[src/common/xv_bus_pkg.sv]
// bus side definitions for the CPU registers, XR space and interrupt sources
package xv_bus_pkg;

typedef logic [7:0]  byte_t;        // cpu bus byte
typedef logic [15:0] word_t;        // register and vram word
typedef logic [3:0]  reg_num_t;     // cpu register number
typedef logic [4:0]  xr_addr_t;     // XR register address
typedef logic [1:0]  intr_t;        // one bit per interrupt source

// CPU register numbers, even byte is the high byte
localparam reg_num_t XM_INT_CTRL = 4'h0;    // even: mask, odd: status / clear
localparam reg_num_t XM_XR_ADDR  = 4'h1;    // XR address for XR_DATA
localparam reg_num_t XM_XR_DATA  = 4'h2;    // odd byte commits XR write
localparam reg_num_t XM_WR_ADDR  = 4'h3;    // vram write address
localparam reg_num_t XM_DATA     = 4'h4;    // odd write commits, read gives buffer
localparam reg_num_t XM_RD_ADDR  = 4'h5;    // odd write starts vram read

// XR space
localparam xr_addr_t XR_PALETTE  = 5'h00;   // 16 palette entries 0x00-0x0F
localparam xr_addr_t XR_VID_INTR = 5'h10;   // data bit 0 raises video interrupt

// interrupt bit positions
localparam int INTR_VIDEO = 0;              // software triggered via XR
localparam int INTR_VSYNC = 1;              // start of vertical sync

endpackage

[src/rtl/intr_ctrl.sv]
// interrupt pending status, masking and one cycle bus interrupt pulse
`default_nettype none
`timescale 1ns/1ps

module intr_ctrl
    import xv_bus_pkg::*;
(
    input  wire logic   clk,
    input  wire logic   reset_i,
    input  wire intr_t  intr_trigger_i,     // one cycle per source
    input  wire intr_t  intr_mask_i,        // 1 enables bus interrupt
    input  wire intr_t  intr_clear_i,       // 1 clears pending
    output intr_t       intr_status_o,
    output logic        bus_intr_o
);

always_ff @(posedge clk) begin
    if (reset_i) begin
        intr_status_o <= '0;
        bus_intr_o    <= 1'b0;
    end else begin
        // only new unmasked sources interrupt
        bus_intr_o    <= |(intr_trigger_i & intr_mask_i & ~intr_status_o);
        intr_status_o <= (intr_status_o | intr_trigger_i) & ~intr_clear_i;
    end
end

endmodule
`default_nettype wire

[config.mk]
export PLATFORM = sky130hd
export DESIGN_NAME = intr_ctrl
export DESIGN_NICKNAME = d
export VERILOG_FILES = /design/src/common/xv_bus_pkg.sv /design/src/rtl/intr_ctrl.sv
export SDC_FILE = /design/constraint.sdc
export NUM_CORES = 1
export LEC_CHECK = 0
export ABC_AREA = 1
export BUFFER_PORTS_ARGS = -buffer_cell sky130_fd_sc_hd__buf_2
export CAP_MARGIN = 20
export CORE_AREA = 2 2 39 41
export CTS_BUF_LIST = sky130_fd_sc_hd__clkbuf_8
export DETAILED_ROUTE_END_ITERATION = 16
export DIE_AREA = 0 0 41 43
export HOLD_SLACK_MARGIN = 0.1
export PLACE_DENSITY_LB_ADDON = 0.1
export SYNTH_ARGS = -nofsm -noshare
export SYNTH_HDL_FRONTEND = slang
export SYNTH_SLANG_ARGS = --single-unit
[constraint.sdc]
create_clock -name clk -period 1.2 [get_ports clk]
set_input_delay 0.18 -clock clk [delete_from_list [all_inputs] [get_ports clk]]
set_output_delay 0.18 -clock clk [all_outputs]
set_load 0.05 [all_outputs]
Word level (Yosys, flattened, before mapping) --
Index checks and enable logic that the tools add are counted.
Word-level totals: logic and storage cells 9, output and inout port bits 3, bits in registers 3
Cells by class: bitwise gates (word level) 6, reductions and logical operators 1
Operators with widths (count):
- $and A2 B2 Y2 | 3
- $not A2 Y2 | 2
- $or A2 B2 Y2 | 1
- $reduce_or A2 Y1 | 1

Logic depth before layout (Yosys ltp) --
depth after elaboration 3, mapped depth 3, gate-level depth less buffers 3

Worst setup path before layout --
No wires, ideal clock.
kind register to register, from reg intr_status_o[0], to reg bus_intr_o, data arrival time 0.825 ns, stages on the path, launching flop included 4, setup time 0.116 ns, path slack 0.258 ns, path through dfxtp_1 -> inv_1 -> nand3_1 -> a21oi_1
Between the ends: word-level cells in the longest chain between the ends 3
Ends and longest elaborated chain:
- start: declaration | RTL line intr_ctrl.sv:13 | output intr_t intr_status_o,
- start signal: assignment | RTL line intr_ctrl.sv:24 | intr_status_o <= (intr_status_o | intr_trigger_i) & ~intr_clear_i;
- $not A2 Y2 | RTL line intr_ctrl.sv:23 | bus_intr_o <= |(intr_trigger_i & intr_mask_i & ~intr_status_o);
- $and A2 B2 Y2 | RTL line intr_ctrl.sv:23
- $reduce_or A2 Y1 | RTL line intr_ctrl.sv:23
- end signal: assignment | RTL line intr_ctrl.sv:23
- end: declaration | RTL line intr_ctrl.sv:14 | output logic bus_intr_o
Every way passes these cells. A chain may end at the register's enable or synchronous reset.

Final worst setup path --
from reg intr_status_o[0], to out intr_status_o[0]
No word-level cell between the ends.

==> out/results.txt <==
The flow ran to the end, and the final reports show no timing, DRC or antenna violations. The logs give 5.12% for the total routing usage reported by global routing and 0.412 ns for the worst slack after detailed placement. The fraction of final layout cells with drive strength greater than 1 is 50.0%, and the tightest hold margin is 0.131 ns. The final route contains 125 vias. TritonCTS built the clock tree.

The run gives 11 as the number of primary I/O pins. In this run switching power makes up 21.8% of total power. Along the worst path, the maximum fanout reaches 3.

Setup repair after global routing left no endpoint under its margin. Clock network fraction of total power: 64.4%. The post-synth design cell area is 100 um^2. The tools report the post-synth net total as 20. For this design the total switching power over the nets is 0.0000947 W.

For the worst-skew pair, the clock arrives at the later sink with an insertion delay of 0.21 ns. The layout-stage area growth over the synthesis result was 115%; the number of endpoints with negative hold slack in the final report was 0. Timing would allow up to 1000 MHz. IR analysis of the VDD net gives a maximum drop of 0.417 mV.

The proportion of register bits with asynchronous set or reset after synthesis was 0%. The logs give 1 for the count of H-tree levels built during CTS and 163 for the final-layout fill cell count. Counting flops with a built-in enable in the synthesized netlist gives 0.

The count of cells along the worst register-to-register path came out at 3. Cell type with the highest aggregate area in the netlist: sky130_fd_sc_hd__dfxtp_1. Counting flops and latches in the post-synthesis netlist gives 3. The routed design has 342 um of wire. The first routing iteration left 4 violations. Routability-driven placement finished with a final weighted congestion of 0.590.

STA classifies the critical path endpoint as a primary output. Across all register-to-register paths, the minimum setup slack is 0.58 ns. After layout, the worst setup slack is 0.204 ns. The sequential cells in the finished layout cover a total of 60.1 um^2. Global-route wire length before repair: 510 um. Ranked by instance count, the synthesized netlist is headed by sky130_fd_sc_hd__dfxtp_1, sky130_fd_sc_hd__inv_1, sky130_fd_sc_hd__nand3_1, sky130_fd_sc_hd__nor2_1, sky130_fd_sc_hd__nor3_1. The worst setup path is launched from a flop. The floorplan step defined a die boundary enclosing 0.00176 mm^2.

The number of cells upsized or downsized after cts was 0. At the pin with the least slew margin, the transition time is 0.254 ns. The number of warning messages in the yosys log was 0. For the share of the yosys chip area belonging to registers, the log shows 60.0%. In this run the static leakage power is 0.108 nW. In the synthesized netlist the dominant register cell turns out to be sky130_fd_sc_hd__dfxtp_1. For this run, design rule violations remaining after detail routing come to 0. The tools report the total count of max-transition violations in the final report as 0. The cell with the most instances after synthesis is sky130_fd_sc_hd__dfxtp_1. Worst min-delay path startpoint: intr_clear_i[0]. For this design, the sink count on the clock tree is 3.

The number of clock buffers added by TritonCTS is 3. In this run the worst hold path is classified as input pin to flop. After detailed routing, the average wire length per cell comes to 8.14 um.

The number of detailed-routing iterations run before antenna repair was 2; the mean area per synthesized cell was 8.34 um^2. The critical path starts at intr_status_o[0]$_SDFF_PP0_. At the end of the flow, the number of nets in the layout was 35. Entering global routing, the biggest net connects 4 pins. After clock tree synthesis, the setup repair step added 0 buffers. The logs give 38 for the total instance count after detailed placement and 0 for the post-detailed-route count of antenna-violating nets. The share of the synthesized area in the top cell type was 60.0%.

The max capacitance violation total is 0. The internal power contribution is 0.000339 W. Power spread over the standard cell area amounts to 2020 mW/mm^2. The die is 41 um wide.

For hold timing, the worst endpoint is intr_status_o[0]$_SDFF_PP0_. The path type of the worst setup path was flop to primary output. The clock arrives with 0.000115 ns of skew.

In this design, the largest share of critical-path delay is due to flip-flops. For the finished layout, the period the worst path requires is 0.996 ns. Effective utilization at floorplan: 7.23%. The run gives 12 as the synthesized instance count. In the final layout, the multi-input gates occupy 32.5 um^2. The logs give 0 for the antenna diode count and 25.0% for the sequential share of power.

The tree is rooted in a sky130_fd_sc_hd__clkbuf_8. After routing, the total negative slack on setup checks comes to 0 ns. The number of global-route vias before repair was 141; the data arrival at the endpoint of the critical path was 0.82 ns. Area inside the core boundary: 0.00138 mm^2. The endpoint identified for the worst register-to-register timing path is bus_intr_o$_SDFF_PP0_. The netlist uses 6 different library cells. For the number of failing setup endpoints in the final timing report, the log shows 0.

The initial antenna violation count is 0, and the number of buffers and inverters on the critical path is 1. The relative slew slack came out at 83.2%. During placement, the flow inserted port buffers numbering 10. The largest single stage delay on the critical path is 0.33 ns. No sink is reached through more buffers than the 2 on the longest clock path.

The slowest stage of the critical path belongs to the cell sky130_fd_sc_hd__dfxtp_1. The via density per instance was 2.98. The cell area after placement was 170 um^2; the cell row count was 14.

The tools report the number of standard cells in the layout, taps in and fillers out as 42. In this run the critical register-to-register path is launched from intr_status_o[0]$_SDFF_PP0_. Walking the worst path, the cells encountered are buf_2.

The logs give 0 for the total overflow reported by the global router and 1.02 ns for the data required time at the worst endpoint. Counting instances, the worst hold path has a depth of 2. Clock-pin slew was measured on the worst setup and hold paths at 0.03 ns.

Yosys attributes the largest share of cell area to sky130_fd_sc_hd__dfxtp_1, sky130_fd_sc_hd__nand3_1, sky130_fd_sc_hd__nor3_1, sky130_fd_sc_hd__inv_1, sky130_fd_sc_hd__nor2_1. Of the total power, combinational logic draws 10.6%. The height of the die came out at 43 um. The worst path uses 83.0% of the clock period.

Summing all non-filler instances in the final layout gives an area of 215 um^2. The number of buffers inserted by hold repair at cts was 0.
-- sequential cells by signal (all words and copies together), names as in the netlist --
register,count
bus_intr_o,1
intr_status_o,2
-- final cells by class --
cell class | count | share of cell area [%]
clock inverters | 1 | 1.74
multi-input cells | 7 | 15.1
repair buffers | 10 | 23.3
flip-flops and latches | 3 | 27.9
well taps | 16 | 9.30
inverters | 2 | 3.49
clock buffers | 3 | 19.2
-- layer usage --
layer	vias to the layer above	GRT usage [%]	wire (um)
li1	66	-	-
met1	56	2.56	108
met2	3	8.75	224
met3	0	3.14	9
met4	0	6.00	0
met5	-	0	0
-- metrics by stage --
step / power, W / util (%)
finish: 0.000434 / 15.6
global route: 0.000457 / 15.6
CTS: 0.000439 / 15.6
detailed placement: 0.000156 / 12.3
global placement: 0.000155 / 12.3
floorplan: 0.000136 / -
-- how the worst max path moves through the flow --
| stage | slack (ns) | to | cells after the start |
|---|---|---|---|
| 2_1_floorplan | 0.26 | bus_intr_o$_SDFF_PP0_ | 3 |
| 3_3_place_gp | 0.43 | intr_status_o[1] | 1 |
| 3_5_place_dp | 0.41 | intr_status_o[1] | 1 |
| 4_1_cts | 0.20 | intr_status_o[0] | 1 |
| 5_1_grt | 0.16 | intr_status_o[1] | 1 |
| 6_report | 0.20 | intr_status_o[0] | 1 |
-- cell usage in the layout (no fill, tap or decap) --
master                     instances
sky130_fd_sc_hd__clkbuf_8          3
sky130_fd_sc_hd__nor2_1            2
sky130_fd_sc_hd__dfxtp_1           3
sky130_fd_sc_hd__buf_2            10
sky130_fd_sc_hd__nand3_1           2
sky130_fd_sc_hd__a21oi_1           1
sky130_fd_sc_hd__nor3_1            2
sky130_fd_sc_hd__inv_1             3
-- power by group through the flow --
stage / registers (W) / logic (W) / clock network (W)
6_report: 0.000108 / 0.0000462 / 0.000279
5_1_grt: 0.000109 / 0.0000502 / 0.000298
4_1_cts: 0.000108 / 0.0000463 / 0.000285
3_5_place_dp: 0.000110 / 0.0000460 / 0
3_3_place_gp: 0.000110 / 0.0000452 / 0
2_1_floorplan: 0.000129 / 0.00000748 / 0
-- logic make-up after synthesis --
logic type	Yosys count	synth area share, %
AOI/OAI and AO/OA	1	5.00
buffers and inverters	2	7.50
DFF	3	60.0
and+or+nand+nor	6	27.5
(Power assumes the default switching activity.)
