`config.mk`:
```
export PLATFORM = sky130hd
export DESIGN_NAME = color_out
export DESIGN_NICKNAME = d
export VERILOG_FILES = /design/src/common/xv_bus_pkg.sv /design/src/common/xv_video_pkg.sv /design/src/video/color_out.sv
export SDC_FILE = /design/constraint.sdc
export NUM_CORES = 1
export LEC_CHECK = 0
export BUFFER_PORTS_ARGS = -buffer_cell sky130_fd_sc_hd__buf_2
export CAP_MARGIN = 20
export CORE_MARGIN = 1
export CORE_UTILIZATION = 54
export DETAILED_ROUTE_END_ITERATION = 6
export PLACE_DENSITY = 0.75
export SYNTH_ARGS = -nofsm -noshare
export SYNTH_HDL_FRONTEND = slang
export SYNTH_SLANG_ARGS = --single-unit
```
`constraint.sdc`:
```
create_clock -name clk -period 1.8 [get_ports clk]
set_input_delay 0.09 -clock clk [delete_from_list [all_inputs] [get_ports clk]]
set_output_delay 0.09 -clock clk [all_outputs]
set_load 0.05 [all_outputs]
```
`src/common/xv_bus_pkg.sv`:
```
// bus side definitions for the CPU registers, XR space and interrupt sources
package xv_bus_pkg;

typedef logic [7:0]  byte_t;        // cpu bus byte
typedef logic [15:0] word_t;        // register and vram word
typedef logic [3:0]  reg_num_t;     // cpu register number
typedef logic [4:0]  xr_addr_t;     // XR register address
typedef logic [1:0]  intr_t;        // one bit per interrupt source

// CPU register numbers, even byte is the high byte
localparam reg_num_t XM_INT_CTRL = 4'h0;    // even: mask, odd: status / clear
localparam reg_num_t XM_XR_ADDR  = 4'h1;    // XR address for XR_DATA
localparam reg_num_t XM_XR_DATA  = 4'h2;    // odd byte commits XR write
localparam reg_num_t XM_WR_ADDR  = 4'h3;    // vram write address
localparam reg_num_t XM_DATA     = 4'h4;    // odd write commits, read gives buffer
localparam reg_num_t XM_RD_ADDR  = 4'h5;    // odd write starts vram read

// XR space
localparam xr_addr_t XR_PALETTE  = 5'h00;   // 16 palette entries 0x00-0x0F
localparam xr_addr_t XR_VID_INTR = 5'h10;   // data bit 0 raises video interrupt

// interrupt bit positions
localparam int INTR_VIDEO = 0;              // software triggered via XR
localparam int INTR_VSYNC = 1;              // start of vertical sync

endpackage

```
`src/common/xv_video_pkg.sv`:
```
// video side definitions for timing defaults, vram addressing and colour
package xv_video_pkg;

typedef logic [11:0] addr_t;        // vram word address
typedef logic [3:0]  color_t;       // palette index
typedef logic [11:0] rgb_t;         // 4 bits each of red, green, blue
typedef logic [7:0]  hres_t;        // pixel counter
typedef logic [7:0]  vres_t;        // line counter

localparam int VRAM_WORDS   = 4096;
localparam int PIX_PER_WORD = 4;    // one nibble per pixel

// horizontal timing in pixels, 24 total
localparam int H_VISIBLE = 16;
localparam int H_FRONT   = 2;
localparam int H_SYNC    = 2;
localparam int H_BACK    = 4;

// vertical timing in lines, 12 total
localparam int V_VISIBLE = 8;
localparam int V_FRONT   = 1;
localparam int V_SYNC    = 1;
localparam int V_BACK    = 2;

endpackage

```
`src/video/color_out.sv`:
```
// palette lookup with sync and display enable delayed to match the RGB output
`default_nettype none
`timescale 1ns/1ps

module color_out
    import xv_bus_pkg::*, xv_video_pkg::*;
(
    input  wire logic       clk,
    input  wire logic       reset_i,
    input  wire logic       xr_wr_i,
    input  wire xr_addr_t   xr_addr_i,
    input  wire word_t      xr_data_i,      // low 12 bits are RGB
    input  wire color_t     color_index_i,
    input  wire logic       hsync_i,
    input  wire logic       vsync_i,
    input  wire logic       dv_de_i,
    output logic [3:0]      red_o,
    output logic [3:0]      green_o,
    output logic [3:0]      blue_o,
    output logic            hsync_o,        // 2 cycles after inputs
    output logic            vsync_o,
    output logic            dv_de_o
);

rgb_t   palette [16];
rgb_t   lookup_rgb;         // stage 1 result
logic   hsync_1;
logic   vsync_1;
logic   dv_de_1;

// palette writes and registered lookup
always_ff @(posedge clk) begin
    if (xr_wr_i && xr_addr_i < XR_VID_INTR) begin
        palette[color_t'(xr_addr_i - XR_PALETTE)] <= xr_data_i[11:0];
    end
    lookup_rgb <= palette[color_index_i];
end

always_ff @(posedge clk) begin
    if (reset_i) begin
        {hsync_1, vsync_1, dv_de_1}   <= 3'b000;
        {hsync_o, vsync_o, dv_de_o}   <= 3'b000;
        {red_o, green_o, blue_o}      <= '0;
    end else begin
        {hsync_1, vsync_1, dv_de_1}   <= {hsync_i, vsync_i, dv_de_i};
        {hsync_o, vsync_o, dv_de_o}   <= {hsync_1, vsync_1, dv_de_1};
        {red_o, green_o, blue_o}      <= dv_de_1 ? lookup_rgb : '0; // black in blanking
    end
end

endmodule
`default_nettype wire

```
* Word-level counts from Yosys, hierarchy flattened
Memories as Yosys holds them, arrays and structs flattened. A register that Yosys moved wholly into a read port is not among the register bits.
Cells that the tools add are included.
** Storage, ports and cells
- Register bits :: 18
- Memory bits (writable) :: 192
- Memories kept :: 1
- Input bits :: 31
** Memories
- palette :: depth 16, bits a word 12, rd ports 1, clocked after memory_dff 1, write ports 1, RTL line color_out.sv:25 : rgb_t palette [16];
** Cells by class
- $lt $le $gt $ge :: 1
- Reductions and logical operators :: 2
- Mux-type cells :: 2
- Bitwise operators :: 1
** Operator list (number)
- $lt 5x5->1 const B :: 1
- $mux 1 :: 2
- $reduce_or 2->1 :: 1
- $logic_and 1x1->1 :: 1
- $not 1->1 :: 1

* Longest topological paths before layout
- Word-level depth :: 4
- Mapped depth :: 5

* Worst setup path after synthesis
OpenSTA, ideal clock, no wires.
- Kind :: input -> register
- From :: input port xr_addr_i[2]
- To :: memory palette[0][0] in the netlist's numbering (enable)
- Arrival time :: 1.328 ns
- Stages :: 3
- Setup time :: 0.396 ns
- Slack :: 0.076 ns
- Path buffers :: 0
- Cell sequence :: nor3b_1 -> nand2b_1 -> nor3_1
** On the way
- Longest elaborated chain between the ends :: 4
** Ends and longest elaborated chain
- from (decl) :: RTL line color_out.sv:11 : input wire xr_addr_t xr_addr_i,
- $lt 5x5->1 :: RTL line color_out.sv:33 : if (xr_wr_i && xr_addr_i < XR_VID_INTR) begin
- $logic_and 1x1->1 :: RTL line color_out.sv:33
- $mux 1 :: RTL line color_out.sv:33
- $mux 1 (implied by the code) :: RTL line color_out.sv:34 : palette[color_t'(xr_addr_i - XR_PALETTE)] <= xr_data_i[11:0];
- to (decl) :: RTL line color_out.sv:25
Parallel ways exist; a longest one is shown, timed or not.

* Worst setup path in the final report
- From :: register dv_de_1
- To :: register red_o[2]
** On the way
- Longest elaborated chain between the ends :: 2
** Ends and longest elaborated chain
- from (decl) :: RTL line color_out.sv:29 : logic dv_de_1;
- from (signal assigned) :: RTL line color_out.sv:45 : {hsync_1, vsync_1, dv_de_1} <= {hsync_i, vsync_i, dv_de_i};
- $not 1->1 (no source line)
- $reduce_or 2->1 (no source line)
- to (signal assigned) :: RTL line color_out.sv:47 : {red_o, green_o, blue_o} <= dv_de_1 ? lookup_rgb : '0;
- to (decl) :: RTL line color_out.sv:17 : output logic [3:0] red_o,
No other way between the ends.
A chain may end at the register's enable or synchronous reset.

==> impl_metrics.ini <==
[run_status]
status = finished, final reports clean

[synthesis]
syn_inst = 367
synth_top_cell_by_area = edfxtp_1
ys_async_sr_fraction_pct = 0
synthesis.nets = 398
syn-cell-area_sq_um = 8090
yosys.area.top_type_share_pct = 71.3
synth_seq_area_share_pct = 78.7
synth_top_flop_cell = edfxtp_1
ys_top_cells_by_count = edfxtp_1 (192), mux4_2 (33), dfxtp_1 (30)
syn_avg_cell_area_sq_um = 22.0
synth_edf_count = 192
ys_seq_elements = 222
synth_area_leaders = edfxtp_1 (71%), mux4_2 (9.2%), dfxtp_1 (7.4%)
ys.warnings.count = 0
yosysUniqueCellTypes = 18
synth_most_common_cell = edfxtp_1

[drt]
drt-initial-drc-count = 331
wl_per_cell_microns = 24.2
drc = 0
ant_nets = 0
via_per_inst = 6.10
drtPass1Iterations = 5
drt-total-wl_microns = 16200
via_count = 4078

[setup_path]
path_delay_family = simple AND/OR/NAND/NOR gates
arrival_ns = 1.85
critPathRequiredTime_ns = 2.21
crit_buf_inv = 0
cp-start-kind = flop
crit_fanout = 13
cp_cell_sequence = nor2b_1 -> and2_1
slowest_delay_ns = 0.78
endpoint_kind = flop
crit_type = reg2reg
slowest_stage = nor2b_1

[sta]
setup_tns_ns = 0
setup_ws_ns = 0.363
slew_viol_final = 0
hold_viol = 0
finClkSkew_ns = 0.0126
finalCritPeriodShare_pct = 79.8
clock.fmax_mhz = 696
finalSetupViolCount = 0
rsz0062_at_grt = no
slew_headroom_pct = 32.9
period_minus_slack_ns = 1.44
tightestPinTransition_ns = 1.00

[clock_network]
cts_tree = yes
clock_sinks = 222
cts_buffers = 22
clk_latency_ns = 0.49
hold_buffers = 19
postCtsSetupRepairBufs = 0
cts_resized = 0
clkTransAtPathRegs_ns = 0.06
root_buffer = clkbuf_16
cts_buffer_depth = 3
ctsHtreeMaxLevel = 1

[placement]
place_congestion = 0.775
dp_hpwl_microns = 9360
placed_cells = 611
numPortBuffers = 41
dpl_worst_slack_ns = 0.263

[power_and_ir_drop]
clock_power_share_pct = 40.4
power_frac_comb_pct = 4.9
p_leak_nw = 3.32
sw_frac_of_total_pct = 19.6
seqPwrFrac_pct = 54.7
total_power_mw = 10.4
peakVddDrop_uv = 758
internal_power_mw = 8.39
p_switching_mw = 2.05
cellPowerDensity_nw_per_um2 = 1090

[layout]
nNetsFinal = 501
fill_cells = 892
seq_area_sq_um = 6370
multi_input_area_sq_um = 1640
syn_to_final_growth_pct = 18.5
diodes = 0
final_cells = 669
drive_gt1_share_pct = 29.3

[hold_path]
hold_path.class = in2reg

[grt]
grt_max_degree = 33
grt_pass1_vias = 4175
gr-usage-all-layers_pct = 21.2
antenna_found_initial = 0
grt_overflow = 0
grt_pass1_wl_microns = 24300

[floorplanning]
die_h_microns = 124
die_area_sq_um = 15500
die_x_microns = 124
core_area_sq_um = 14600
initial_core_util_pct = 55.4
ioPinCount = 46
rows = 44

[job]
max-cap-violations = 0
==> cells in the final DEF (no fill, tap or decap) <==
cell           count
edfxtp_1         192
buf_2             41
mux4_2            33
buf_4             32
dfxtp_1           30
a22oi_1           24
clkbuf_16         23
dlygate4sd3_1     19
mux4_1            15
nand2_1           14
and2_1            13
nor2_1            13
nor2b_1            8
clkbuf_1           7
clkinv_2           5
nor3_2             4
nand2b_1           3
clkinv_1           2
buf_12             2
nor3b_1            1
nand4b_1           1
nand4bb_1          1
clkinvlp_4         1
bufinv_16          1
==> final timing paths <==
path                  from       endpoint  slack (ns)  cells past startpoint
max reg2reg        dv_de_1       red_o[2]        0.36                      2
min           xr_addr_i[1]  palette[4][7]        0.20                      3
min reg2reg  lookup_rgb[2]      blue_o[2]        0.42                      1
max                dv_de_1       red_o[2]        0.36                      2
==> cells by family after synthesis <==
kind of cell	share of synthesized area, %
AND/OR/NAND/NOR	3.70
multiplexers	14.1
AO/OA/AOI/OAI	2.23
flip-flops	78.7
buffers and inverters	1.27
==> stage by stage <==
step / instance area (sq um) / hold WS, ns / util, %
after global placement: 8720 / 0.306 / 59.8
after CTS: 9580 / 0.181 / 65.7
final: 9580 / 0.200 / 65.7
after detailed placement: 8720 / 0.308 / 59.8
after floorplan: 8090 / 0.162 / -
after global routing: 9580 / 0.194 / 65.7
==> worst min-delay path, delay by kind of cell <==
kind	cells	cell delay, ns
buf+inv	2	0.34
simple gates	1	0.08
==> per-layer routing <==
metal	up-vias	GRT usage, %	routed length [microns]
met5	-	0	0
met2	196	34.7	7870
li1	1724	-	-
met4	0	8.15	545
met1	2111	28.9	6450
met3	47	3.57	1300
==> state kept, by name, summed over array words and instances, names as in the netlist <==
| name | count |
|---|---|
| blue_o | 4 |
| dv_de_1 | 1 |
| dv_de_o | 1 |
| green_o | 4 |
| hsync_1 | 1 |
| hsync_o | 1 |
| lookup_rgb | 12 |
| palette | 192 |
| red_o | 4 |
| vsync_1 | 1 |
| vsync_o | 1 |
==> power groups by stage <==
stage	combinational [mW]	sequential, mW	clock [mW]
2_1_floorplan	0.249	5.84	0
3_3_place_gp	0.462	5.81	0
3_5_place_dp	0.480	5.82	0
4_1_cts	0.516	5.71	4.29
5_1_grt	0.549	5.71	4.48
6_report	0.513	5.71	4.21
==> area by class of cell <==
type	count	share of cell area (%)
clock inverter	9	0.731
timing repair buffer	94	7.05
clock buffer	30	6.28
multi-input combinational	130	17.1
tap	184	2.40
sequential	222	66.4
(Power assumes the default switching activity.)
