[src/common/xv_bus_pkg.sv]
// bus side definitions for the CPU registers, XR space and interrupt sources
package xv_bus_pkg;

typedef logic [7:0]  byte_t;        // cpu bus byte
typedef logic [15:0] word_t;        // register and vram word
typedef logic [3:0]  reg_num_t;     // cpu register number
typedef logic [4:0]  xr_addr_t;     // XR register address
typedef logic [1:0]  intr_t;        // one bit per interrupt source

// CPU register numbers, even byte is the high byte
localparam reg_num_t XM_INT_CTRL = 4'h0;    // even: mask, odd: status / clear
localparam reg_num_t XM_XR_ADDR  = 4'h1;    // XR address for XR_DATA
localparam reg_num_t XM_XR_DATA  = 4'h2;    // odd byte commits XR write
localparam reg_num_t XM_WR_ADDR  = 4'h3;    // vram write address
localparam reg_num_t XM_DATA     = 4'h4;    // odd write commits, read gives buffer
localparam reg_num_t XM_RD_ADDR  = 4'h5;    // odd write starts vram read

// XR space
localparam xr_addr_t XR_PALETTE  = 5'h00;   // 16 palette entries 0x00-0x0F
localparam xr_addr_t XR_VID_INTR = 5'h10;   // data bit 0 raises video interrupt

// interrupt bit positions
localparam int INTR_VIDEO = 0;              // software triggered via XR
localparam int INTR_VSYNC = 1;              // start of vertical sync

endpackage

[src/common/xv_video_pkg.sv]
// video side definitions for timing defaults, vram addressing and colour
package xv_video_pkg;

typedef logic [11:0] addr_t;        // vram word address
typedef logic [3:0]  color_t;       // palette index
typedef logic [11:0] rgb_t;         // 4 bits each of red, green, blue
typedef logic [7:0]  hres_t;        // pixel counter
typedef logic [7:0]  vres_t;        // line counter

localparam int VRAM_WORDS   = 4096;
localparam int PIX_PER_WORD = 4;    // one nibble per pixel

// horizontal timing in pixels, 24 total
localparam int H_VISIBLE = 16;
localparam int H_FRONT   = 2;
localparam int H_SYNC    = 2;
localparam int H_BACK    = 4;

// vertical timing in lines, 12 total
localparam int V_VISIBLE = 8;
localparam int V_FRONT   = 1;
localparam int V_SYNC    = 1;
localparam int V_BACK    = 2;

endpackage

[src/video/video_gen.sv]
// video timing counters, sync and enable, and colour index fetch from vram
`default_nettype none
`timescale 1ns/1ps

module video_gen
    import xv_bus_pkg::*, xv_video_pkg::*;
#(
    parameter int H_VISIBLE = xv_video_pkg::H_VISIBLE,  // multiple of 4
    parameter int H_FRONT   = xv_video_pkg::H_FRONT,
    parameter int H_SYNC    = xv_video_pkg::H_SYNC,
    parameter int H_BACK    = xv_video_pkg::H_BACK,
    parameter int V_VISIBLE = xv_video_pkg::V_VISIBLE,
    parameter int V_FRONT   = xv_video_pkg::V_FRONT,
    parameter int V_SYNC    = xv_video_pkg::V_SYNC,
    parameter int V_BACK    = xv_video_pkg::V_BACK
) (
    input  wire logic   clk,
    input  wire logic   reset_i,
    input  wire word_t  vram_data_i,        // valid cycle after select
    output logic        vram_sel_o,         // one cycle read, always served
    output addr_t       vram_addr_o,
    output color_t      color_index_o,
    output logic        hsync_o,            // active high
    output logic        vsync_o,
    output logic        dv_de_o,
    output logic        vsync_intr_o        // first cycle of vsync
);

localparam int H_TOTAL        = H_VISIBLE + H_FRONT + H_SYNC + H_BACK;
localparam int V_TOTAL        = V_VISIBLE + V_FRONT + V_SYNC + V_BACK;
localparam int WORDS_PER_LINE = H_VISIBLE / PIX_PER_WORD;

localparam hres_t H_VIS_END  = hres_t'(H_VISIBLE);
localparam hres_t H_SYNC_BEG = hres_t'(H_VISIBLE + H_FRONT);
localparam hres_t H_SYNC_END = hres_t'(H_VISIBLE + H_FRONT + H_SYNC);
localparam hres_t H_LAST     = hres_t'(H_TOTAL - 1);
localparam vres_t V_VIS_END  = vres_t'(V_VISIBLE);
localparam vres_t V_SYNC_BEG = vres_t'(V_VISIBLE + V_FRONT);
localparam vres_t V_SYNC_END = vres_t'(V_VISIBLE + V_FRONT + V_SYNC);
localparam vres_t V_LAST     = vres_t'(V_TOTAL - 1);

hres_t  h_count;
vres_t  v_count;
vres_t  v_next;
logic   line_end;
logic   grp_fetch;          // next group on this line
logic   eol_fetch;          // first group of next line
vres_t  fetch_line;
hres_t  fetch_group;
word_t  pix_word;           // remaining nibbles of current group

assign line_end    = (h_count == H_LAST);
assign v_next      = (v_count == V_LAST) ? '0 : v_count + 1'b1;
assign grp_fetch   = (v_count < V_VIS_END) && (h_count[1:0] == 2'd3)
                   && (h_count < H_VIS_END - 1'b1);
assign eol_fetch   = line_end && (v_next < V_VIS_END);
assign fetch_line  = eol_fetch ? v_next : v_count;
assign fetch_group = eol_fetch ? '0 : (h_count >> 2) + 1'b1;
assign vram_sel_o  = grp_fetch || eol_fetch;
assign vram_addr_o = addr_t'(int'(fetch_line) * WORDS_PER_LINE + int'(fetch_group));

always_ff @(posedge clk) begin
    if (reset_i) begin
        h_count      <= '0;     // top-left visible pixel
        v_count      <= '0;
        hsync_o      <= 1'b0;
        vsync_o      <= 1'b0;
        dv_de_o      <= 1'b0;
        vsync_intr_o <= 1'b0;
    end else begin
        h_count <= line_end ? '0 : h_count + 1'b1;
        if (line_end) begin
            v_count <= v_next;
        end
        dv_de_o      <= (h_count < H_VIS_END) && (v_count < V_VIS_END);
        hsync_o      <= (h_count >= H_SYNC_BEG) && (h_count < H_SYNC_END);
        vsync_o      <= (v_count >= V_SYNC_BEG) && (v_count < V_SYNC_END);
        vsync_intr_o <= (h_count == '0) && (v_count == V_SYNC_BEG);
    end
end

// nibbles high to low, group word arrives on phase 0
always_ff @(posedge clk) begin
    if (h_count[1:0] == 2'd0) begin
        color_index_o <= vram_data_i[15:12];
        pix_word      <= {vram_data_i[11:0], 4'h0};
    end else begin
        color_index_o <= pix_word[15:12];
        pix_word      <= {pix_word[11:0], 4'h0};
    end
end

endmodule
`default_nettype wire

[config.mk]
export PLATFORM = sky130hd
export DESIGN_NAME = video_gen
export DESIGN_NICKNAME = d
export VERILOG_FILES = /design/src/common/xv_bus_pkg.sv /design/src/common/xv_video_pkg.sv /design/src/video/video_gen.sv
export SDC_FILE = /design/constraint.sdc
export NUM_CORES = 1
export LEC_CHECK = 0
export BUFFER_PORTS_ARGS = -buffer_cell sky130_fd_sc_hd__buf_2
export CAP_MARGIN = 20
export CORE_AREA = 2 2 62 64
export CTS_CLUSTER_DIAMETER = 200
export DETAILED_ROUTE_END_ITERATION = 16
export DIE_AREA = 0 0 64 66
export GPL_ROUTABILITY_DRIVEN = 0
export GPL_TIMING_DRIVEN = 0
export PLACE_DENSITY_LB_ADDON = 0.05
export SYNTH_ARGS = -nofsm -noshare
export SYNTH_HDL_FRONTEND = slang
export SYNTH_SLANG_ARGS = --single-unit
[constraint.sdc]
create_clock -name clk -period 9.55 [get_ports clk]
set_input_delay 1.91 -clock clk [delete_from_list [all_inputs] [get_ports clk]]
set_output_delay 1.91 -clock clk [all_outputs]
set_load 0.1 [all_outputs]
Word level (Yosys, flattened, before mapping)
Index checks and enable logic that the tools add are counted.

Flip-flop bits (word level): 40. Input bits: 18. Output and inout bits: 21. Logic and storage cells: 40.

Add/subtract/negate cells: 4. Order comparisons: 8. Eq/ne operators: 4. Muxes and demuxes: 5. Reductions and logical operators: 11.

Operators by type and width (number): $lt 8x4->1 const B (4); $add 8x1->8 const B (2); $eq 8x4->1 const B (2); $lt 8x5->1 const B (2); $mux 16 (1); $mux 8 (2); $add 10x7->11 (1); $eq 8x5->1 const B (1); $ge 8x4->1 const B (1); $ge 8x5->1 const B (1); $logic_not 8->1 (1); $add 6x1->7 const B (1); $logic_and 1x1->1 (7); $mux 7 (1); $mux 4 (1); $eq 2x2->1 const B (1); $logic_not 2->1 (1); $reduce_or 2->1 (1); $logic_or 1x1->1 (1).

Longest topological paths before layout
Gate-level depths: netlist of run 1.

Word-level depth: 6. Depth in mapped cells: 14. Mapped depth without buffers: 13.

Worst setup path before layout of run 1
OpenSTA, ideal clock, no wires.

Path kind: reg2out. Start: register h_count[0]. End: output vram_addr_o[7]. Data arrival time: 5.222 ns. Data required time: 7.640 ns. Slack: 2.418 ns. Stages on the path, launching flop included: 12. Path buffers: 1. Cells stage by stage: dfxtp_1 > ha_1 > or4b_4 > or2_1 > buf_6 > a211oi_4 > mux2_4 > ha_1 > a21oi_1 > o211ai_1 > o21a_1 > a221oi_1.

Cells in the longest elaborated chain, start to end: 4. Elaborated cells on any way between the ends: 5. Classes of those cells: 1 x add/sub; 1 x eq/ne; 2 x mux; 1 x reduce/logical.

Ends and longest elaborated chain: from (decl) (line video_gen.sv:42) `hres_t h_count;`; from (signal assigned) (line video_gen.sv:71) `h_count <= line_end ? '0 : h_count + 1'b1;`; $eq 8x5->1 (*) (line video_gen.sv:52) `assign line_end = (h_count == H_LAST);`; $logic_and 1x1->1 (*) (line video_gen.sv:56) `assign eol_fetch = line_end && (v_next < V_VIS_END);`; $mux 8 / $mux 7 (equally long branches) (line video_gen.sv:57, video_gen.sv:58); $add 10x7->11 (*) (line video_gen.sv:60) `assign vram_addr_o = addr_t'(int'(fetch_line) * WORDS_PER_LINE + int'(fetch_group));`; to (decl) (line video_gen.sv:21) `output addr_t vram_addr_o,`.

Mark *: on every way between the ends. The rest lies on a longest branch, timed or not.

Worst setup path after layout of run 1
Start: register v_count[0]. End: output vram_addr_o[8].

Cells in the longest elaborated chain, start to end: 6. Elaborated cells on any way between the ends: 8. Classes of those cells: 2 x add/sub; 1 x order compare; 1 x eq/ne; 3 x mux; 1 x reduce/logical.

Ends and longest elaborated chain: from (decl) (line video_gen.sv:43) `vres_t v_count;`; from (signal assigned) (line video_gen.sv:73) `v_count <= v_next;`; $add 8x1->8 / $eq 8x4->1 (equally long branches) (line video_gen.sv:53) `assign v_next = (v_count == V_LAST) ? '0 : v_count + 1'b1;`; $mux 8 (line video_gen.sv:53); $lt 8x4->1 (line video_gen.sv:56); $logic_and 1x1->1 (line video_gen.sv:56); $mux 8 / $mux 7 (equally long branches) (line video_gen.sv:57, video_gen.sv:58); $add 10x7->11 (*) (line video_gen.sv:60).

Marks and branches as above.

==> flow_results.xml, run 1 <==
<?xml version="1.0" encoding="UTF-8"?>
<metrics>
  <group name="run_status">
    <metric name="status" unit="">finished, final reports clean</metric>
  </group>
  <group name="hold_path">
    <metric name="hold_start" unit="">pix_word[12]</metric>
    <metric name="worst_min_delay_path_category" unit="">reg -&gt; reg</metric>
  </group>
  <group name="flow_run">
    <metric name="maxCapViolCount" unit="">0</metric>
  </group>
  <group name="cells_and_area">
    <metric name="nets" unit="">297</metric>
    <metric name="antennaDiodeCount" unit="">0</metric>
    <metric name="area_delta_synth_final" unit="%">15.71</metric>
    <metric name="stdcell_count" unit="">313</metric>
    <metric name="final_layout_size_suffix_gt1_share" unit="%">26.42</metric>
  </group>
  <group name="place">
    <metric name="io_buffer_count" unit="">36</metric>
    <metric name="estimated_wirelength_of_the_detail_placed_design" unit="mm">2.782</metric>
    <metric name="dp_worst_setup_slack" unit="ns">3.488</metric>
    <metric name="dp.cells" unit="">305</metric>
  </group>
  <group name="sta">
    <metric name="setup_viol" unit="">0</metric>
    <metric name="setup_repair_after_global_routing_missed_its_margin" unit="">false</metric>
    <metric name="slew_viol_final" unit="">0</metric>
    <metric name="hold_slack" unit="ns">0.4643</metric>
    <metric name="fmax" unit="GHz">0.1543</metric>
    <metric name="post-route-min-period" unit="ns">6.480</metric>
    <metric name="timing.final.ws_setup" unit="ns">3.070</metric>
    <metric name="number_of_hold_slack_violations_in_the_final_timing_report" unit="">0</metric>
    <metric name="fin_tns_setup" unit="ns">0</metric>
    <metric name="tightestPinTransition" unit="ns">0.6385</metric>
    <metric name="setup_skew" unit="ns">0.004415</metric>
    <metric name="post-route-period-util" unit="%">67.85</metric>
    <metric name="slew_headroom" unit="%">57.11</metric>
  </group>
  <group name="detailed_routing">
    <metric name="route.detailed.vias_per_inst" unit="">5.249</metric>
    <metric name="drt_drc_violations_left" unit="">0</metric>
    <metric name="route.antenna.remaining_nets" unit="">0</metric>
    <metric name="wire_length_per_cell" unit="µm">12.04</metric>
    <metric name="drt_iter0_markers" unit="">90</metric>
    <metric name="drt-total-wl" unit="mm">3.769</metric>
    <metric name="vias" unit="">1643</metric>
    <metric name="drtPass1Iterations" unit="">4</metric>
  </group>
  <group name="synthesis">
    <metric name="async_set_or_reset_register_ratio_after_synthesis" unit="%">0</metric>
    <metric name="post_synthesis_cells" unit="">221</metric>
    <metric name="yosysSeqAreaShare" unit="%">35.78</metric>
    <metric name="ys.flop_type" unit="">dfxtp_1</metric>
    <metric name="post_synth.cell_area_avg" unit="µm²">9.115</metric>
    <metric name="synth_edf_count" unit="">0</metric>
    <metric name="mappedNetlistNets" unit="">254</metric>
    <metric name="mappedNetlistArea" unit="µm²">2014</metric>
    <metric name="synth_top_cells_by_area" unit="">dfxtp_1, ha_1, mux2_2</metric>
    <metric name="synth.most_common_cell" unit="">dfxtp_1</metric>
    <metric name="synth.top_cells.by_count" unit="">dfxtp_1, nor2_1, nand2_1</metric>
    <metric name="yosysTopAreaCell" unit="">dfxtp_1</metric>
    <metric name="synth_cell_types" unit="">46</metric>
    <metric name="ys_seq_elements" unit="">36</metric>
    <metric name="top_cell_type_s_share_of_synthesized_area" unit="%">35.78</metric>
    <metric name="total_of_warnings_raised_by_yosys" unit="">0</metric>
  </group>
  <group name="setup_path">
    <metric name="critical_path_required" unit="ns">7.64</metric>
    <metric name="worstPathMaxFanout" unit="">10</metric>
    <metric name="critical_path.reg2reg.startpoint" unit="">h_count[0]</metric>
    <metric name="r2r_setup_slack" unit="ns">7.31</metric>
    <metric name="worst-endpoint-arrival" unit="ns">4.57</metric>
    <metric name="beginning_of_the_critical_path" unit="">v_count[0]</metric>
    <metric name="critPathLaunchType" unit="">register</metric>
    <metric name="criticalPathCategory" unit="">reg -&gt; out</metric>
    <metric name="type_of_element_capturing_the_critical_path" unit="">output pin</metric>
  </group>
  <group name="power_and_ir_drop">
    <metric name="power.total" unit="W">0.0003240</metric>
    <metric name="power_per_cell_area" unit="nW/µm²">139.0</metric>
    <metric name="static-leakage-power" unit="nW">1.038</metric>
    <metric name="power.ir.vdd_worst" unit="V">0.0001059</metric>
  </group>
  <group name="floorplan">
    <metric name="fp.dieH" unit="µm">66</metric>
    <metric name="placeableCoreArea" unit="µm²">3551</metric>
    <metric name="initial_core_util" unit="%">56.73</metric>
    <metric name="die_area" unit="µm²">4224</metric>
    <metric name="io_pins" unit="">39</metric>
    <metric name="std_cell_rows" unit="">22</metric>
    <metric name="die_x" unit="µm">64</metric>
  </group>
  <group name="cts">
    <metric name="post_cts_resized" unit="">0</metric>
    <metric name="cts_num_sinks" unit="">36</metric>
    <metric name="cts_buffer_depth" unit="">2</metric>
    <metric name="clkTransAtPathRegs" unit="ns">0.11</metric>
    <metric name="clk_lat_worst_skew" unit="ns">0.33</metric>
    <metric name="htreeDepth" unit="">2</metric>
    <metric name="tritoncts" unit="">done</metric>
    <metric name="postCtsHoldBufs" unit="">0</metric>
    <metric name="post-cts-setup-buffers" unit="">0</metric>
    <metric name="numCtsBuffers" unit="">5</metric>
    <metric name="clock_tree.root_cell" unit="">clkbuf_4</metric>
  </group>
  <group name="global_route">
    <metric name="grt_max_degree" unit="">12</metric>
    <metric name="grt_first_pass_wirelength" unit="mm">6.237</metric>
    <metric name="vias_in_the_first_global_route" unit="">1442</metric>
    <metric name="antenna_found_initial" unit="">0</metric>
    <metric name="gr-total-overflow" unit="">0</metric>
    <metric name="grt_util_all_layers" unit="%">19.01</metric>
  </group>
</metrics>
## cells by family after synthesis
group	synth area share, %
xor+xnor	7.826
simple gates	22.80
fa+ha+maj	9.690
other cells	0.1862
flops	35.78
buf+inv	4.907
mux	8.509
compound gates	10.31
## path summary, 6_finish.rpt
| path | end | cells after the start |
|---|---|---|
| worst max-delay path | vram_addr_o[8] | 13 |
| worst min-delay path | color_index_o[0] | 1 |
| worst max register to register | v_count[2] | 6 |
| worst min register to register | color_index_o[0] | 1 |
## state kept, by name (all words and copies together) (netlist names)
signal and cells:
hsync_o 1, dv_de_o 1, v_count 8, color_index_o 4, pix_word 12, vsync_intr_o 1, vsync_o 1, h_count 8
## critical path, stage by stage (launching register included)
cell	delay [ns]
dfxtp_1	0.47
ha_1	0.32
nand3_1	0.12
a2111oi_0	0.44
o21bai_1	0.27
a211oi_4	0.54
mux2_4	0.37
fa_1	0.43
a21o_1	0.20
a21oi_1	0.26
o21ai_0	0.17
xnor2_1	0.14
nor2_1	0.08
buf_2	0.42
## power by group
part | internal, W | switching (W)
sequential | 0.000161 | 0.00000333
combinational | 0.0000164 | 0.0000400
clock | 0.0000549 | 0.0000488
total | 0.000232 | 0.0000922
## per-stage QoR
stage          utilization, %  area (µm²)
6_report                65.64        2331
5_1_grt                 65.64        2331
4_1_cts                 65.64        2331
3_5_place_dp            63.50        2255
3_3_place_gp            63.50        2255
2_1_floorplan               -        2014
## cell type report
type | count | area, µm²
plain buffers | 13 | 68.82
clock buffers | 6 | 41.29
clock inverters | 2 | 35.03
fillers | 331 | 1220
inverters | 8 | 30.03
multi-input cells | 164 | 1195
flip-flops and latches | 36 | 720.7
well taps | 48 | 60.06
repair buffers | 36 | 180.2
## metal layers
metal	GRT usage, %	part of all wire, %	routed length (µm)
met1	23.51	49	1843
met4	5.707	1.3	48
met3	5.111	3.2	121
met2	32.29	47	1756
met5	0	0	0
## cells in the final DEF, fill, tap and decap left out, types with 3 or more instances in the layout
cell type and n:
nand4_1 3, clkbuf_4 5, o21ai_0 5, and3_1 5, a21oi_1 7, and2_1 4
nor2_1 17, nand2_1 16, nor3_1 14, ha_1 14, clkbuf_1 10, mux2_2 13
xor2_1 10, buf_2 37, nor3b_1 4, nand3_1 7, dfxtp_1 36, xnor2_1 8
nor4_1 4, inv_1 8
(Power assumes the default switching activity.)
==> run 2, diff against run 1 <==
--- a/config.mk
+++ b/config.mk
@@ -7,10 +7,10 @@
 export LEC_CHECK = 0
 export BUFFER_PORTS_ARGS = -buffer_cell sky130_fd_sc_hd__buf_2
 export CAP_MARGIN = 20
-export CORE_AREA = 2 2 62 64
+export CORE_AREA = 2 2 68 70
 export CTS_CLUSTER_DIAMETER = 200
 export DETAILED_ROUTE_END_ITERATION = 16
-export DIE_AREA = 0 0 64 66
+export DIE_AREA = 0 0 70 72
 export GPL_ROUTABILITY_DRIVEN = 0
 export GPL_TIMING_DRIVEN = 0
 export PLACE_DENSITY_LB_ADDON = 0.05
==> constraint.sdc (replaced) <==
create_clock -name clk -period 5.54 [get_ports clk]
set_input_delay 1.108 -clock clk [delete_from_list [all_inputs] [get_ports clk]]
set_output_delay 1.108 -clock clk [all_outputs]
set_load 0.1 [all_outputs]
==> flow_results.xml, run 2 (same netlist as run 1, synthesis figures left out) <==
<?xml version="1.0" encoding="UTF-8"?>
<metrics>
  <group name="sta">
    <metric name="post-route-min-period" unit="ns">5.365</metric>
    <metric name="fin_tns_setup" unit="ns">0</metric>
    <metric name="post-route-period-util" unit="%">96.84</metric>
    <metric name="number_of_hold_slack_violations_in_the_final_timing_report" unit="">0</metric>
    <metric name="setup_repair_after_global_routing_missed_its_margin" unit="">false</metric>
    <metric name="tightestPinTransition" unit="ns">0.6310</metric>
    <metric name="setup_skew" unit="ns">0.005702</metric>
    <metric name="slew_headroom" unit="%">57.61</metric>
    <metric name="fmax" unit="GHz">0.1864</metric>
    <metric name="setup_viol" unit="">0</metric>
    <metric name="slew_viol_final" unit="">0</metric>
  </group>
  <group name="place">
    <metric name="dp.cells" unit="">309</metric>
    <metric name="post_dp_cell_area" unit="µm²">2268</metric>
    <metric name="io_buffer_count" unit="">36</metric>
    <metric name="estimated_wirelength_of_the_detail_placed_design" unit="mm">3.091</metric>
  </group>
  <group name="setup_path">
    <metric name="worst-endpoint-arrival" unit="ns">4.26</metric>
    <metric name="critPathLaunchType" unit="">register</metric>
    <metric name="type_of_element_capturing_the_critical_path" unit="">output pin</metric>
    <metric name="worstPathMaxFanout" unit="">6</metric>
    <metric name="critical_path_required" unit="ns">4.43</metric>
    <metric name="criticalPathCategory" unit="">reg -&gt; out</metric>
  </group>
  <group name="cts">
    <metric name="tritoncts" unit="">done</metric>
    <metric name="clk_lat_worst_skew" unit="ns">0.29</metric>
    <metric name="clock_tree.root_cell" unit="">clkbuf_8</metric>
    <metric name="cts_buffer_depth" unit="">2</metric>
    <metric name="cts_num_sinks" unit="">36</metric>
    <metric name="numCtsBuffers" unit="">5</metric>
    <metric name="postCtsHoldBufs" unit="">0</metric>
    <metric name="clkTransAtPathRegs" unit="ns">0.08</metric>
    <metric name="htreeDepth" unit="">2</metric>
  </group>
  <group name="global_route">
    <metric name="grt_max_degree" unit="">12</metric>
    <metric name="grt_util_all_layers" unit="%">18.15</metric>
    <metric name="grt_first_pass_wirelength" unit="mm">7.238</metric>
    <metric name="antenna_found_initial" unit="">0</metric>
    <metric name="vias_in_the_first_global_route" unit="">1581</metric>
    <metric name="gr-total-overflow" unit="">0</metric>
  </group>
  <group name="cells_and_area">
    <metric name="flip_flop_count_of_the_largest_register_after_layout" unit="">12</metric>
    <metric name="regMostFlops" unit="">pix_word</metric>
    <metric name="antennaDiodeCount" unit="">0</metric>
    <metric name="most-common-layout-cells" unit="">buf_2, dfxtp_1, nor2_1, nand2_1, nor3_1</metric>
    <metric name="nets" unit="">300</metric>
    <metric name="final_instance_area" unit="µm²">2410</metric>
    <metric name="area_delta_synth_final" unit="%">19.63</metric>
    <metric name="stdcell_count" unit="">320</metric>
    <metric name="reg.largest.list" unit="">pix_word: 12 flops, h_count: 8 flops, v_count: 8 flops</metric>
    <metric name="final_layout_size_suffix_gt1_share" unit="%">28.73</metric>
  </group>
  <group name="power_and_ir_drop">
    <metric name="static-leakage-power" unit="nW">1.068</metric>
    <metric name="power.ir.vdd_worst" unit="V">0.0001465</metric>
    <metric name="power_per_cell_area" unit="nW/µm²">252.3</metric>
  </group>
  <group name="flow_run">
    <metric name="maxCapViolCount" unit="">0</metric>
  </group>
  <group name="detailed_routing">
    <metric name="route.detailed.vias_per_inst" unit="">5.131</metric>
    <metric name="wire_length_per_cell" unit="µm">13.25</metric>
    <metric name="drt_drc_violations_left" unit="">0</metric>
    <metric name="route.antenna.remaining_nets" unit="">0</metric>
    <metric name="drtPass1Iterations" unit="">4</metric>
    <metric name="drt_iter0_markers" unit="">79</metric>
    <metric name="drt-total-wl" unit="mm">4.240</metric>
    <metric name="vias" unit="">1642</metric>
  </group>
  <group name="floorplan">
    <metric name="die_area" unit="µm²">5040</metric>
    <metric name="std_cell_rows" unit="">24</metric>
    <metric name="die_x" unit="µm">70</metric>
    <metric name="io_pins" unit="">39</metric>
    <metric name="placeableCoreArea" unit="µm²">4264</metric>
    <metric name="initial_core_util" unit="%">47.24</metric>
    <metric name="fp.dieH" unit="µm">72</metric>
  </group>
  <group name="run_status">
    <metric name="status" unit="">finished, final reports clean</metric>
  </group>
  <group name="hold_path">
    <metric name="worst_min_delay_path_category" unit="">reg -&gt; reg</metric>
  </group>
</metrics>
run 2: cell count changes in the layout (fill, tap and decap cells not counted):
cell / before / now
nor2_1: 17 / 16
a2111oi_0: 2 / 1
ha_2: 0 / 1
clkbuf_8: 0 / 5
clkbuf_4: 5 / 0
a2111oi_2: 0 / 1
buf_4: 1 / 5
a221oi_2: 0 / 1
a221oi_1: 1 / 0
buf_2: 37 / 36
nor2_2: 0 / 1
ha_1: 14 / 13
run 2: per-stage QoR:
step                utilization [%]  hold WS [ns]  setup WS [ns]   power, W
finish                        56.51        0.4547         0.1751  0.0006080
global route                  56.51        0.4722       0.005025  0.0006343
CTS                           56.31        0.4595        0.09803  0.0006155
detailed placement            53.20        0.4438        0.09394  0.0003874
global placement              53.20        0.4358         0.1722  0.0003863
floorplan                         -        0.4340         0.1075  0.0003691
run 2: final cells by class:
class | instances | area [µm²]
inverter | 8 | 30.03
timing repair buffer | 39 | 205.2
clock inverter | 2 | 35.03
fill | 410 | 1854
clock buffer | 6 | 72.57
buffer | 13 | 68.82
tap | 52 | 65.06
sequential | 36 | 720.7
multi-input combinational | 164 | 1212
run 2: critical path, stage by stage, from the launching register on:
cell	delay (ns)
dfxtp_1	0.41
ha_1	0.26
or4b_4	0.49
nor2_1	0.38
nand2_1	0.14
a211oi_1	0.29
mux2_2	0.37
ha_1	0.36
nand3_1	0.10
o211ai_1	0.30
nor4_1	0.11
a221oi_2	0.29
buf_2	0.46
run 2: layer usage:
metal  global-route usage, %  share of wire (%)  wire, µm
met1                   22.59                 48      2019
met5                       0                  0         0
met4                   5.769                1.5        64
met3                   5.278                3.7       155
met2                   30.58                 47      2000
run 2: power by group:
group / switching, W / leakage, nW / internal (W)
Sequential: 0.00000630 / 0.297 / 0.000277
Combinational: 0.0000687 / 0.717 / 0.0000282
Clock: 0.0000943 / 0.0552 / 0.000134
Total: 0.000169 / 1.07 / 0.000439
run 2: what timing repair did:
| item | 4_1_cts | 5_1_grt |
|---|---|---|
| buffers inserted | 3 | 0 |
| pin swaps | 1 | 0 |
| resized for setup | 1 | 3 |
| endpoints found under the setup margin | 5 | 5 |
run 2: worst paths after layout:
kind           startpoint             end  slack, ns  depth (start not counted)
max            h_count[0]  vram_addr_o[7]       0.18                         12
max reg2reg    h_count[0]      v_count[2]       3.18                          6
min          pix_word[11]    pix_word[15]       0.45                          1
min reg2reg  pix_word[11]    pix_word[15]       0.45                          1
